[src/logic/poly_pkg.sv]
// poly_pkg: ring constants of the LAC polynomial arithmetic, Z_Q[x]/(x^N+1)
`default_nettype none

package poly_pkg;

  // coefficient modulus
  localparam int Q = 251;

  // polynomial length, the ring is taken modulo x^N+1
  localparam int N = 64;

  // nonzero coefficients of the sparse operand
  // the first H/2 are +1, the rest are -1
  localparam int H = 16;

  localparam int COEFF_WIDTH = 8;

  // 2^COEFF_WIDTH mod Q, weight of the bits folded down from a wide sum
  localparam int FOLD_FACTOR = (1 << COEFF_WIDTH) % Q;

endpackage

`default_nettype wire
[src/logic/core_pkg.sv]
// core_pkg: hardware layout of the sparse multiplier, lanes, passes and widths
`default_nettype none

package core_pkg;

  // parallel lanes, each one handles one sparse position per pass
  localparam int CORE_NUM = 4;

  // one pass per group of CORE_NUM positions
  localparam int PASSES = poly_pkg::H / CORE_NUM;

  localparam int POS_WIDTH       = $clog2(poly_pkg::N);
  localparam int PAIR_WIDTH      = 2 * poly_pkg::COEFF_WIDTH;
  localparam int POLY_ADDR_WIDTH = $clog2(poly_pkg::N);
  // result RAM holds two coefficients per word
  localparam int RES_ADDR_WIDTH  = $clog2(poly_pkg::N / 2);
  localparam int PASS_WIDTH      = $clog2(PASSES);

  // room for the sum of CORE_NUM reduced coefficients
  localparam int SUM_WIDTH = poly_pkg::COEFF_WIDTH + $clog2(CORE_NUM);

endpackage

`default_nettype wire

[src/logic/pos_if.sv]
// pos_if: positions and column control from the pass sequencer to the lanes
`timescale 1ns/100ps
`default_nettype none

interface pos_if;
  import core_pkg::*;

  // one pulse per pass, pos_group holds from here until the next pass
  logic                               pos_load;
  // element i belongs to lane i
  logic [CORE_NUM-1:0][POS_WIDTH-1:0] pos_group;
  // high for the -1 half of the sparse positions
  logic                               negate;
  // N/2 back-to-back cycles per pass
  logic                               col_valid;
  // even column index of the pair being produced
  logic [POS_WIDTH-1:0]               col;

  modport seq (output pos_load, pos_group, negate, col_valid, col);

  modport lane (input pos_load, pos_group, negate, col_valid, col);

endinterface

`default_nettype wire

[src/logic/sparse_mul.sv]
// sparse_mul: sparse ternary by dense polynomial multiplier mod x^N+1 and Q
`timescale 1ns/100ps
`default_nettype none

module sparse_mul (
  input  logic                                              clk,
  input  logic                                              reset,
  input  logic                                              start,
  output logic                                              busy,
  output logic                                              done,
  input  logic                                              poly_wr_en,
  input  logic [core_pkg::POLY_ADDR_WIDTH-1:0]              poly_wr_addr,
  input  logic [core_pkg::PAIR_WIDTH-1:0]                   poly_wr_data,
  input  logic                                              pos_wr_en,
  input  logic [core_pkg::PASS_WIDTH-1:0]                   pos_wr_addr,
  input  logic [core_pkg::CORE_NUM*core_pkg::POS_WIDTH-1:0] pos_wr_data,
  input  logic                                              res_rd_en,
  input  logic [core_pkg::RES_ADDR_WIDTH-1:0]               res_rd_addr,
  output logic [core_pkg::PAIR_WIDTH-1:0]                   res_rd_data
);
  import core_pkg::*;
  import poly_pkg::*;

  pos_if pos_bus ();

  logic [CORE_NUM-1:0][COEFF_WIDTH-1:0] term_lo;
  logic [CORE_NUM-1:0][COEFF_WIDTH-1:0] term_hi;
  logic                                 term_valid;
  logic                                 first_pass;
  logic                                 pass_written;

  pass_sequencer u_seq (
    .clk          (clk),
    .reset        (reset),
    .start        (start),
    .pos_wr_en    (pos_wr_en),
    .pos_wr_addr  (pos_wr_addr),
    .pos_wr_data  (pos_wr_data),
    .busy         (busy),
    .done         (done),
    .pos          (pos_bus.seq),
    .term_valid   (term_valid),
    .first_pass   (first_pass),
    .pass_written (pass_written)
  );

  // every lane keeps its own dense copy and takes one position per pass
  for (genvar i = 0; i < CORE_NUM; i++)
  begin : g_lane
    mul_lane u_lane (
      .clk          (clk),
      .reset        (reset),
      .poly_wr_en   (poly_wr_en),
      .poly_wr_addr (poly_wr_addr),
      .poly_wr_data (poly_wr_data),
      .pos          (pos_bus.lane),
      .lane_pos     (pos_bus.pos_group[i]),
      .term_lo      (term_lo[i]),
      .term_hi      (term_hi[i])
    );
  end

  mod_accumulator u_acc (
    .clk          (clk),
    .reset        (reset),
    .term_lo      (term_lo),
    .term_hi      (term_hi),
    .term_valid   (term_valid),
    .first_pass   (first_pass),
    .res_rd_en    (res_rd_en),
    .res_rd_addr  (res_rd_addr),
    .res_rd_data  (res_rd_data),
    .pass_written (pass_written)
  );

endmodule

`default_nettype wire

[src/logic/mod_accumulator.sv]
// modular accumulator: lane sum, reduction mod Q, result RAM and readback
`timescale 1ns/100ps
`default_nettype none

module mod_accumulator (
  input  logic                                                     clk,
  input  logic                                                     reset,
  input  logic [core_pkg::CORE_NUM-1:0][poly_pkg::COEFF_WIDTH-1:0] term_lo,
  input  logic [core_pkg::CORE_NUM-1:0][poly_pkg::COEFF_WIDTH-1:0] term_hi,
  input  logic                                                     term_valid,
  input  logic                                                     first_pass,
  input  logic                                                     res_rd_en,
  input  logic [core_pkg::RES_ADDR_WIDTH-1:0]                      res_rd_addr,
  output logic [core_pkg::PAIR_WIDTH-1:0]                          res_rd_data,
  output logic                                                     pass_written
);
  import core_pkg::*;
  import poly_pkg::*;

  // index 0 is the low coefficient of a pair, 1 the high one
  logic [1:0][CORE_NUM-1:0][COEFF_WIDTH-1:0] terms;
  logic [1:0][SUM_WIDTH-1:0]                 sum_comb;
  logic [1:0][SUM_WIDTH-1:0]                 sum_q;
  logic [1:0][COEFF_WIDTH:0]                 fold_q;
  logic [1:0][COEFF_WIDTH-1:0]               red_q;
  logic [1:0][COEFF_WIDTH-1:0]               old;
  logic [1:0][COEFF_WIDTH:0]                 acc_q;
  logic [1:0][COEFF_WIDTH-1:0]               wr_data;
  // valid of sum_q, fold_q, red_q, acc_q
  logic [3:0]                                stage_valid;
  logic [RES_ADDR_WIDTH-1:0]                 rd_cnt;
  logic [RES_ADDR_WIDTH-1:0]                 wr_addr;
  logic [RES_ADDR_WIDTH-1:0]                 rd_addr;
  logic [PAIR_WIDTH-1:0]                     res_ram [N/2];
  logic [PAIR_WIDTH-1:0]                     ram_q;
  logic                                      rd_pending;

  // high bits come back in scaled by 2^COEFF_WIDTH mod Q
  function automatic logic [COEFF_WIDTH:0] fold(input logic [SUM_WIDTH-1:0] s);
    logic [COEFF_WIDTH:0] hi_part;
    hi_part = (COEFF_WIDTH+1)'(s[SUM_WIDTH-1:COEFF_WIDTH]) * (COEFF_WIDTH+1)'(FOLD_FACTOR);
    return (COEFF_WIDTH+1)'(s[COEFF_WIDTH-1:0]) + hi_part;
  endfunction

  // one conditional subtract, input is below 2Q
  function automatic logic [COEFF_WIDTH-1:0] sub_q(input logic [COEFF_WIDTH:0] x);
    logic [COEFF_WIDTH:0] d;
    d = x - (COEFF_WIDTH+1)'(Q);
    return (x >= (COEFF_WIDTH+1)'(Q)) ? d[COEFF_WIDTH-1:0] : x[COEFF_WIDTH-1:0];
  endfunction

  assign terms   = {term_hi, term_lo};
  assign old     = first_pass ? '0 : ram_q;
  // streaming owns the read port, readback uses it otherwise
  assign rd_addr = stage_valid[1] ? rd_cnt : res_rd_addr;

  always_comb
  begin
    for (int h = 0; h < 2; h++)
    begin
      sum_comb[h] = '0;
      for (int i = 0; i < CORE_NUM; i++)
        sum_comb[h] = sum_comb[h] + SUM_WIDTH'(terms[h][i]);
      wr_data[h] = sub_q(acc_q[h]);
    end
  end

  // --------------------------------------------------
  // datapath: sum, fold, subtract, add old, subtract
  // --------------------------------------------------
  always_ff @(posedge clk)
  begin
    for (int h = 0; h < 2; h++)
    begin
      sum_q[h]  <= sum_comb[h];
      fold_q[h] <= fold(sum_q[h]);
      red_q[h]  <= sub_q(fold_q[h]);
      acc_q[h]  <= (COEFF_WIDTH+1)'(red_q[h]) + (COEFF_WIDTH+1)'(old[h]);
    end
  end

  // result RAM, old value read two stages ahead of the write
  always_ff @(posedge clk)
  begin
    if (stage_valid[3])
      res_ram[wr_addr] <= wr_data;
    if (stage_valid[1] || res_rd_en)
      ram_q <= res_ram[rd_addr];
    if (rd_pending)
      res_rd_data <= ram_q;
  end

  // --------------------------------------------------
  // control
  // --------------------------------------------------
  always_ff @(posedge clk)
  begin
    if (reset)
    begin
      stage_valid  <= '0;
      rd_cnt       <= '0;
      wr_addr      <= '0;
      rd_pending   <= 1'b0;
      pass_written <= 1'b0;
    end
    else
    begin
      stage_valid  <= {stage_valid[2:0], term_valid};
      rd_pending   <= res_rd_en;
      pass_written <= stage_valid[3] && (wr_addr == RES_ADDR_WIDTH'(N/2 - 1));
      // both counters wrap to zero after N/2 words
      if (stage_valid[1])
        rd_cnt <= rd_cnt + 1'b1;
      if (stage_valid[3])
        wr_addr <= wr_addr + 1'b1;
    end
  end

endmodule

`default_nettype wire

[src/logic/mul_lane.sv]
// multiplier lane: private dense copy, emits the signed negacyclic term pair
`timescale 1ns/100ps
`default_nettype none

module mul_lane (
  input  logic                                clk,
  input  logic                                reset,
  input  logic                                poly_wr_en,
  input  logic [core_pkg::POLY_ADDR_WIDTH-1:0] poly_wr_addr,
  input  logic [core_pkg::PAIR_WIDTH-1:0]      poly_wr_data,
  pos_if.lane                                 pos,
  input  logic [core_pkg::POS_WIDTH-1:0]       lane_pos,
  output logic [poly_pkg::COEFF_WIDTH-1:0]     term_lo,
  output logic [poly_pkg::COEFF_WIDTH-1:0]     term_hi
);
  import core_pkg::*;
  import poly_pkg::*;

  // word a = {p[(a+1) mod N], p[a]}
  logic [PAIR_WIDTH-1:0]      poly_ram [N];
  logic [POLY_ADDR_WIDTH-1:0] rd_addr;
  logic [PAIR_WIDTH-1:0]      rd_word;
  logic [POS_WIDTH-1:0]       col_d1;
  logic [POS_WIDTH:0]         col_hi;
  logic [COEFF_WIDTH-1:0]     coeff_lo;
  logic [COEFF_WIDTH-1:0]     coeff_hi;
  logic                       flip_lo;
  logic                       flip_hi;

  // -c mod Q, zero stays zero
  function automatic logic [COEFF_WIDTH-1:0] neg_q(input logic [COEFF_WIDTH-1:0] c);
    return (c == '0) ? '0 : COEFF_WIDTH'(Q) - c;
  endfunction

  assign coeff_lo = rd_word[COEFF_WIDTH-1:0];
  assign coeff_hi = rd_word[PAIR_WIDTH-1:COEFF_WIDTH];
  assign col_hi   = col_d1 + 1'b1;

  // columns before the position wrap around x^N = -1 and change sign
  assign flip_lo = (col_d1 >= lane_pos) != !pos.negate;
  assign flip_hi = (col_hi >= {1'b0, lane_pos}) != !pos.negate;

  // read address walks p[(col - pos) mod N]
  always_ff @(posedge clk)
  begin
    if (reset)
      rd_addr <= '0;
    else if (pos.pos_load)
      // (N - pos) mod N, N wraps to zero in this width
      rd_addr <= POLY_ADDR_WIDTH'(N) - lane_pos;
    else if (pos.col_valid)
      rd_addr <= rd_addr + POLY_ADDR_WIDTH'(2);
  end

  // stage 1: dense RAM read, column travels along
  always_ff @(posedge clk)
  begin
    if (poly_wr_en)
      poly_ram[poly_wr_addr] <= poly_wr_data;
    if (pos.col_valid)
    begin
      rd_word <= poly_ram[rd_addr];
      col_d1  <= pos.col;
    end
  end

  // stage 2: signed term pair
  always_ff @(posedge clk)
  begin
    term_lo <= flip_lo ? neg_q(coeff_lo) : coeff_lo;
    term_hi <= flip_hi ? neg_q(coeff_hi) : coeff_hi;
  end

endmodule

`default_nettype wire

[src/logic/pass_sequencer.sv]
// pass sequencer: position RAM, pass and column counters, run start and done
`timescale 1ns/100ps
`default_nettype none

module pass_sequencer (
  input  logic                                              clk,
  input  logic                                              reset,
  input  logic                                              start,
  input  logic                                              pos_wr_en,
  input  logic [core_pkg::PASS_WIDTH-1:0]                   pos_wr_addr,
  input  logic [core_pkg::CORE_NUM*core_pkg::POS_WIDTH-1:0] pos_wr_data,
  output logic                                              busy,
  output logic                                              done,
  pos_if.seq                                                pos,
  output logic                                              term_valid,
  output logic                                              first_pass,
  input  logic                                              pass_written
);
  import core_pkg::*;
  import poly_pkg::*;

  // one word per pass, lane i in bits [i*POS_WIDTH +: POS_WIDTH]
  logic [CORE_NUM-1:0][POS_WIDTH-1:0] pos_ram [PASSES];

  logic [PASS_WIDTH-1:0] pass;
  logic                  pos_rd;
  logic                  last_pass;
  logic                  last_col;
  logic                  col_valid_d1;

  assign last_pass = (pass == PASS_WIDTH'(PASSES - 1));
  assign last_col  = pos.col_valid && (pos.col == POS_WIDTH'(N - 2));

  // the second half of the groups carries the -1 coefficients
  assign pos.negate = (pass >= PASS_WIDTH'(PASSES / 2));
  // result RAM content is stale on the first pass
  assign first_pass = (pass == '0);

  // --------------------------------------------------
  // position RAM
  // --------------------------------------------------
  always_ff @(posedge clk)
  begin
    if (pos_wr_en)
      pos_ram[pos_wr_addr] <= pos_wr_data;
    if (pos_rd)
      pos.pos_group <= pos_ram[pass];
  end

  // --------------------------------------------------
  // run control and column stream
  // --------------------------------------------------
  always_ff @(posedge clk)
  begin
    if (reset)
    begin
      busy          <= 1'b0;
      done          <= 1'b0;
      pass          <= '0;
      pos_rd        <= 1'b0;
      pos.pos_load  <= 1'b0;
      pos.col_valid <= 1'b0;
      pos.col       <= '0;
      col_valid_d1  <= 1'b0;
      term_valid    <= 1'b0;
    end
    else
    begin
      done         <= 1'b0;
      pos_rd       <= 1'b0;
      pos.pos_load <= pos_rd;
      // lane latency of two cycles
      col_valid_d1 <= pos.col_valid;
      term_valid   <= col_valid_d1;

      if (start && !busy)
      begin
        busy   <= 1'b1;
        pass   <= '0;
        pos_rd <= 1'b1;
      end
      else if (pass_written)
      begin
        // next pass reads what this one wrote, so it waits for the write
        if (last_pass)
        begin
          busy <= 1'b0;
          done <= 1'b1;
        end
        else
        begin
          pass   <= pass + 1'b1;
          pos_rd <= 1'b1;
        end
      end

      // columns start the cycle after pos_load
      if (pos.pos_load)
      begin
        pos.col_valid <= 1'b1;
        pos.col       <= '0;
      end
      else if (pos.col_valid)
      begin
        pos.col <= pos.col + POS_WIDTH'(2);
        if (last_col)
          pos.col_valid <= 1'b0;
      end
    end
  end

endmodule

`default_nettype wire

[config.mk]
export PLATFORM = sky130hd
export DESIGN_NAME = sparse_mul
export DESIGN_NICKNAME = d
export VERILOG_FILES = /design/src/logic/poly_pkg.sv /design/src/logic/core_pkg.sv /design/src/logic/pos_if.sv /design/src/logic/sparse_mul.sv /design/src/logic/mod_accumulator.sv /design/src/logic/mul_lane.sv /design/src/logic/pass_sequencer.sv
export SDC_FILE = /design/constraint.sdc
export NUM_CORES = 2
export LEC_CHECK = 0
export BUFFER_PORTS_ARGS = -buffer_cell sky130_fd_sc_hd__buf_4
export CAP_MARGIN = 15
export CORE_AREA = 2 2 456 458
export CTS_CLUSTER_SIZE = 16
export DETAILED_ROUTE_END_ITERATION = 8
export DIE_AREA = 0 0 458 460
export PLACE_DENSITY_LB_ADDON = 0.12
export RECOVER_POWER = 50
export REMOVE_ABC_BUFFERS = 1
export SETUP_SLACK_MARGIN = 0.1
export SLEW_MARGIN = 20
export SYNTH_ARGS = -nofsm -noshare
export SYNTH_HDL_FRONTEND = slang
export SYNTH_MEMORY_MAX_BITS = 65536
export SYNTH_SLANG_ARGS = --single-unit
export TNS_END_PERCENT = 100
[constraint.sdc]
create_clock -name clk -period 3.6 [get_ports clk]
set_input_delay 0.36 -clock clk [delete_from_list [all_inputs] [get_ports clk]]
set_output_delay 0.36 -clock clk [all_outputs]
set_load 0.005 [all_outputs]
; Word-level counts from Yosys, hierarchy flattened
; Memories as Yosys holds them, arrays and structs flattened. A register that Yosys moved wholly into a read port is not among the register bits.
; Cells that the tools add are included.
[op_classes]
n_eq_ne = 11
muxes = 46
order_cmp = 13
n_reduce_logical = 23
bitwise = 2
multipliers = 2
n_addsub = 35
[op_table]
columns = operator, count
row1 = 8-bit 2-to-1 mux, 20
row2 = 8-bit logical NOT, 8
row3 = 8-bit subtractor (first input constant), 8
row4 = 6-bit 2-to-1 mux, 8
row5 = 10-bit by 8-bit adder with 10-bit output, 4
row6 = 8-bit by 8-bit adder with 9-bit output, 4
row7 = 9-bit by 8-bit greater-or-equal comparator with 1-bit output (second input constant), 4
row8 = 8-bit subtractor (second input constant), 4
row9 = 6-bit by 2-bit adder with 6-bit output (second input constant), 5
row10 = 7-bit by 6-bit greater-or-equal comparator with 1-bit output, 4
row11 = 6-bit greater-or-equal comparator, 4
row12 = 1-bit by 6-bit subtractor with 6-bit output (first input constant), 4
row13 = 8-bit by 5-bit adder with 9-bit output, 2
row14 = 1-bit 2-to-1 mux, 16
row15 = 16-bit 2-to-1 mux, 1
row16 = 5-bit by 1-bit adder with 5-bit output (second input constant), 2
row17 = 2-bit by 3-bit multiplier with 5-bit output (second input constant), 2
row18 = 1-bit inequality test, 8
row19 = 6-bit by 1-bit adder with 7-bit output (second input constant), 1
row20 = 6-bit equality test (second input constant), 1
row21 = 2-bit nonzero test, 3
row22 = 5-bit equality test (second input constant), 1
row23 = 5-bit 2-to-1 mux, 1
row24 = 2-bit AND reduction, 2
row25 = other kinds (10), 15
[totals]
word_cells = 174
mem_bits_rw = 4704
out_inout_bits = 18
mem_count = 6
ff_bits = 213
input_bits = 59
[mem_list]
columns = name, depth, width, read_ports, rd_ports_with_merged_regs, write_ports, line_no
row1 = g_lane[0].u_lane.poly_ram, 64, 16, 1, 1, 1, mul_lane.sv:20  ; logic [PAIR_WIDTH-1:0] poly_ram [N];
row2 = g_lane[1].u_lane.poly_ram, 64, 16, 1, 1, 1, mul_lane.sv:20
row3 = g_lane[2].u_lane.poly_ram, 64, 16, 1, 1, 1, mul_lane.sv:20
row4 = g_lane[3].u_lane.poly_ram, 64, 16, 1, 1, 1, mul_lane.sv:20
row5 = u_acc.res_ram, 32, 16, 1, 1, 1, mod_accumulator.sv:34  ; logic [PAIR_WIDTH-1:0] res_ram [N/2];
row6 = u_seq.pos_ram, 4, 24, 1, 1, 1, pass_sequencer.sv:23  ; logic [CORE_NUM-1:0][POS_WIDTH-1:0] pos_ram [PASSES];

; Logic depth before layout (Yosys ltp)
[depth]
ltp_word = 5
depth_mapped = 16

; Cells and area by module
; From an unflattened synthesis, not the netlist that was laid out.
[unflattened]
hier_cells = 9837
hier_area_um2 = 196871.3
[modules_own_cells]
columns = mod, instances, area_per_inst_um2, cells_per_inst
row1 = mul_lane at g_lane[0].u_lane ..., 2, 41426.0, 2002
row2 = mul_lane at g_lane[2].u_lane, 1, 41259.6, 1953
row3 = mul_lane at g_lane[3].u_lane, 1, 41258.3, 1943
row4 = mod_accumulator, 1, 26674.3, 1724
row5 = pass_sequencer, 1, 4827.1, 213

; Worst setup path before layout
; Ideal clock, no wire load.
[synth_timing]
path_kind = flip-flop to flip-flop
from = reg u_seq.pass[0]
to = reg u_acc.acc_q[15] (netlist name)
slack_ns = 0.343
t_arrival_ns = 3.138
setup_ns = 0.119
path_stages_with_launch = 16
synth_period_minus_slack_ns = 3.257
cell_sequence = dfxtp_1 -> clkbuf_1 -> buf_1 -> inv_1 -> ha_1 -> clkbuf_1 -> nor2b_1 -> ha_1 -> inv_1 -> fa_1 -> inv_1 -> a21o_1 -> a21oi_1 -> o21bai_1 -> a21oi_1 -> xnor2_1
[synth_between]
elab_chain_len = 3
[synth_rtl]
columns = item, line_no
row1 = start: declaration, pass_sequencer.sv:25  ; logic [PASS_WIDTH-1:0] pass;
row2 = start signal: assignment, pass_sequencer.sv:92  ; pass <= pass + 1'b1;
row3 = 2-bit logical NOT, pass_sequencer.sv:37  ; assign first_pass = (pass == '0);
row4 = 16-bit 2-to-1 mux, mod_accumulator.sv:53  ; assign old = first_pass ? '0 : ram_q;
row5 = 8-bit by 8-bit adder with 9-bit output, mod_accumulator.sv:78  ; acc_q[h] <= (COEFF_WIDTH+1)'(red_q[h]) + (COEFF_WIDTH+1)'(old[h]);
row6 = end signal: indexed assignment, mod_accumulator.sv:78
row7 = end: declaration, mod_accumulator.sv:27  ; logic [1:0][COEFF_WIDTH:0] acc_q;
; Every way passes these cells.
; A chain may end at the register's enable or synchronous reset.

==> impl_metrics.json <==
{
  "status": "finished with violations",
  "failed_checks": "max-capacitance violations, max-slew violations",
  "yosysSeqAreaShare_pct": 55.30,
  "syn-cell-area_sq_um": 102300,
  "maxCapViolCount": 42,
  "finalSetupViolCount": 0,
  "highest_layer": "met5",
  "cp_max_fo": 31,
  "synth_flop_cell": "edfxtp_1",
  "hold_end": "g_lane[2].u_lane.poly_ram[8][0]",
  "clock_path_buffers": 3,
  "cts_root_buffer": "clkbuf_16",
  "die_h_um": 460,
  "io_buffers": 76,
  "wl_met1_um": 124300,
  "cp.required_ns": 4.15,
  "die-area_sq_um": 210700,
  "grt_max_degree": 66,
  "ir_worst_vdd_v": 0.0006754,
  "rows": 167,
  "route.detailed.drc": 0,
  "place_area_sq_um": 109000,
  "routed_wl_um": 335700,
  "clockPowerShare_pct": 38.5,
  "ys_types": 67,
  "drt-pass1-iter-count": 5,
  "drtAntennaViolNets": 0,
  "setup_slack_ns": 0.1901,
  "clock_skew_ns": 0.06627,
  "clk_latency_ns": 0.89,
  "clkTransAtPathRegs_ns": 0.06,
  "dpl.hpwl_um": 217700,
  "fmax_mhz": 293.3,
  "post-place-ws_ns": 0.4375,
  "r2r_start": "g_lane[2].u_lane.rd_addr[0]",
  "routed_via_density": 6.996,
  "cts_sinks": 1947,
  "worstMarginPinSlew_ns": 3.414,
  "power.density_nw_per_um2": 503.4,
  "hold_depth": 3,
  "avgRoutedWirePerCell_um": 36.92,
  "synth_area_leaders": "edfxtp_1, mux4_2, dfxtp_1",
  "avgSynthCellArea_sq_um": 17.34,
  "gp_congestion": 0.9405,
  "post_cts_buffers": 0,
  "pin_count": 77,
  "wl_met2_um": 152100,
  "synth.top_cells.by_count": "edfxtp_1, mux4_2, nand2_1, clkbuf_1, nor2_1",
  "synth_edf_count": 1757,
  "worstSetupPathType": "reg -> reg",
  "crit_path_start_kind": "register",
  "yosys.cell_count.top_type": "edfxtp_1",
  "syn_inst": 5900,
  "vias": 63600,
  "cts_tree": "built",
  "final_nets": 6410,
  "arrival_ns": 3.96,
  "cts.htree.levels": 4,
  "switching_share_pct": 26.43,
  "synthArstFlopShare_pct": 0,
  "final_max_slew_viol_count": 1583,
  "slew_headroom_pct": -127.6,
  "cts_made_buffers": 210,
  "gr-total-overflow": 0,
  "p_int_w": 0.04299,
  "min_path_type": "in -> reg",
  "rr_worst_depth": 6,
  "timing.rr.end": "g_lane[2].u_lane.rd_word[11]",
  "synth_top_area_cell": "edfxtp_1",
  "p_leak_nw": 36.58,
  "p_seq_share_pct": 46.6,
  "power_frac_comb_pct": 15.0,
  "cp-end-kind": "register",
  "min_period_over_period_pct": 94.72,
  "hold_violations": 0,
  "drtIter0Drc": 9509,
  "grt_usage_pct": 32.02,
  "rsz0062_at_grt": "false",
  "synth_top_area_share_pct": 51.58,
  "min_from": "poly_wr_addr[3]",
  "die_w_um": 458,
  "grt_pass1_wl_um": 474200,
  "min_period_ns": 3.410,
  "fin_util_pct": 56.33,
  "wl_met3_um": 41170,
  "final.setup.tns_ns": 0,
  "switchingPower_w": 0.01544,
  "start_util_pct": 49.64,
  "finalInstanceArea_sq_um": 116100,
  "core-area_sq_um": 206000,
  "ys_ff_latch": 1947,
  "antenna_found_initial": 9,
  "ys.warnings.count": 0,
  "synthToLayoutAreaGrowth_pct": 13.48,
  "reg2reg_setup_slack_ns": 0.19,
  "drive_gt1_share_pct": 34.17,
  "grt_pass1_vias": 61920
}
-- stage by stage --
step | hold WS (ns) | std cells | power (W)
6_report | 0.1012 | 9092 | 0.05843
5_1_grt | 0.09719 | 9088 | 0.06027
4_1_cts | 0.003330 | 9087 | 0.05871
3_5_place_dp | 0.4204 | 8660 | 0.03633
3_3_place_gp | 0.4174 | 8660 | 0.03626
2_1_floorplan | 0.4138 | 5440 | 0.03343
-- layout make-up --
cell class	instances	area, sq um
Timing Repair Buffer	548	4850
Tap cell	2704	3383
Multi-Input combinational cell	3320	43290
Clock buffer	264	5584
Clock inverter	131	1668
Inverter	173	649.4
Sequential cell	1947	56630
Antenna cell	5	12.51
Fill cell	15790	89960
-- power by group through the flow --
stage / sequential (W) / combinational, W / clock, W
finish: 0.0272 / 0.00874 / 0.0225
global route: 0.0273 / 0.00936 / 0.0237
CTS: 0.0272 / 0.00876 / 0.0228
detailed placement: 0.0276 / 0.00870 / 0
global placement: 0.0276 / 0.00864 / 0
floorplan: 0.0278 / 0.00560 / 0
-- logic make-up after synthesis --
kind of cell             Yosys count  share of synthesized area (%)
adder cells (fa/ha/maj)          151                          2.023
multiplexers                    1430                          30.22
buffers and inverters            633                          2.666
AO/OA/AOI/OAI                    674                          4.485
XOR/XNOR                         117                          1.002
flip-flops                      1947                          55.30
AND/OR/NAND/NOR                  948                          4.301
-- per-layer routing --
layer,GRT usage (%),vias to the layer above
met4,14.37,6
met1,43.61,33200
met5,0,-
met3,9.193,773
li1,-,25400
met2,48.18,4220
-- registers in the layout (all words and copies together) (netlist names), 2 cells and up --
name	flops
u_seq.pos.col	5
u_acc.acc_q	18
g_lane.u_lane.term_hi	32
u_acc.wr_addr	5
g_lane.u_lane.rd_word	64
g_lane.u_lane.term_lo	32
u_seq.pos.pos_group	24
u_acc.rd_cnt	5
u_acc.red_q	16
u_acc.stage_valid	4
g_lane.u_lane.col_d1	5
u_acc.fold_q	18
g_lane.u_lane.rd_addr	24
u_acc.res_ram	512
u_acc.sum_q	20
u_acc.ram_q	16
u_acc.res_rd_data	16
g_lane.u_lane.poly_ram	1024
u_seq.pass	2
u_seq.pos_ram	96
-- cells in the final DEF (no fill, tap or decap), types with 85 or more instances in the layout --
cell       netlist  final
a21oi_1        148    148
a22oi_1        132    132
buf_4           15    331
clkbuf_1       233    145
clkbuf_16        0    212
dfxtp_1        190    171
edfxtp_1      1757   1757
ha_1           127    127
inv_1          154    154
mux4_2        1323   1323
nand2_1        326    325
nand2b_1        85     85
nor2_1         228    187
o21ai_0         87     86
-- worst max path at each step --
| stage | startpoint | endpoint | slack [ns] | cells past startpoint |
|---|---|---|---|---|
| 2_1_floorplan | g_lane[0].u_lane.rd_addr[0] | g_lane[0].u_lane.rd_word[10] | -8.62 | 5 |
| 5_1_grt | g_lane[0].u_lane.term_hi[1] | u_acc.sum_q[18] | 0.18 | 12 |
| 3_3_place_gp | g_lane[2].u_lane.rd_addr[0] | g_lane[2].u_lane.rd_word[11] | 0.41 | 6 |
| 4_1_cts | g_lane[2].u_lane.rd_addr[0] | g_lane[2].u_lane.rd_word[11] | 0.41 | 6 |
| 3_5_place_dp | g_lane[2].u_lane.rd_addr[0] | g_lane[2].u_lane.rd_word[11] | 0.44 | 6 |
| 6_report | g_lane[2].u_lane.rd_addr[0] | g_lane[2].u_lane.rd_word[11] | 0.19 | 6 |
-- worst max-delay path, cell delays in order (launching register included) --
cell and delay [ns]:
dfxtp_4 0.43, buf_12 0.33, buf_4 0.23, mux4_2 0.50
mux4_2 0.56, a22oi_1 0.90, nand2_1 0.12
-- timing repair --
action / 4_1_cts / 5_1_grt
hold buffers: 32 / 0
gates resized for setup: 0 / 0
hold endpoints to repair: 146 / 0
(Power assumes the default switching activity.)
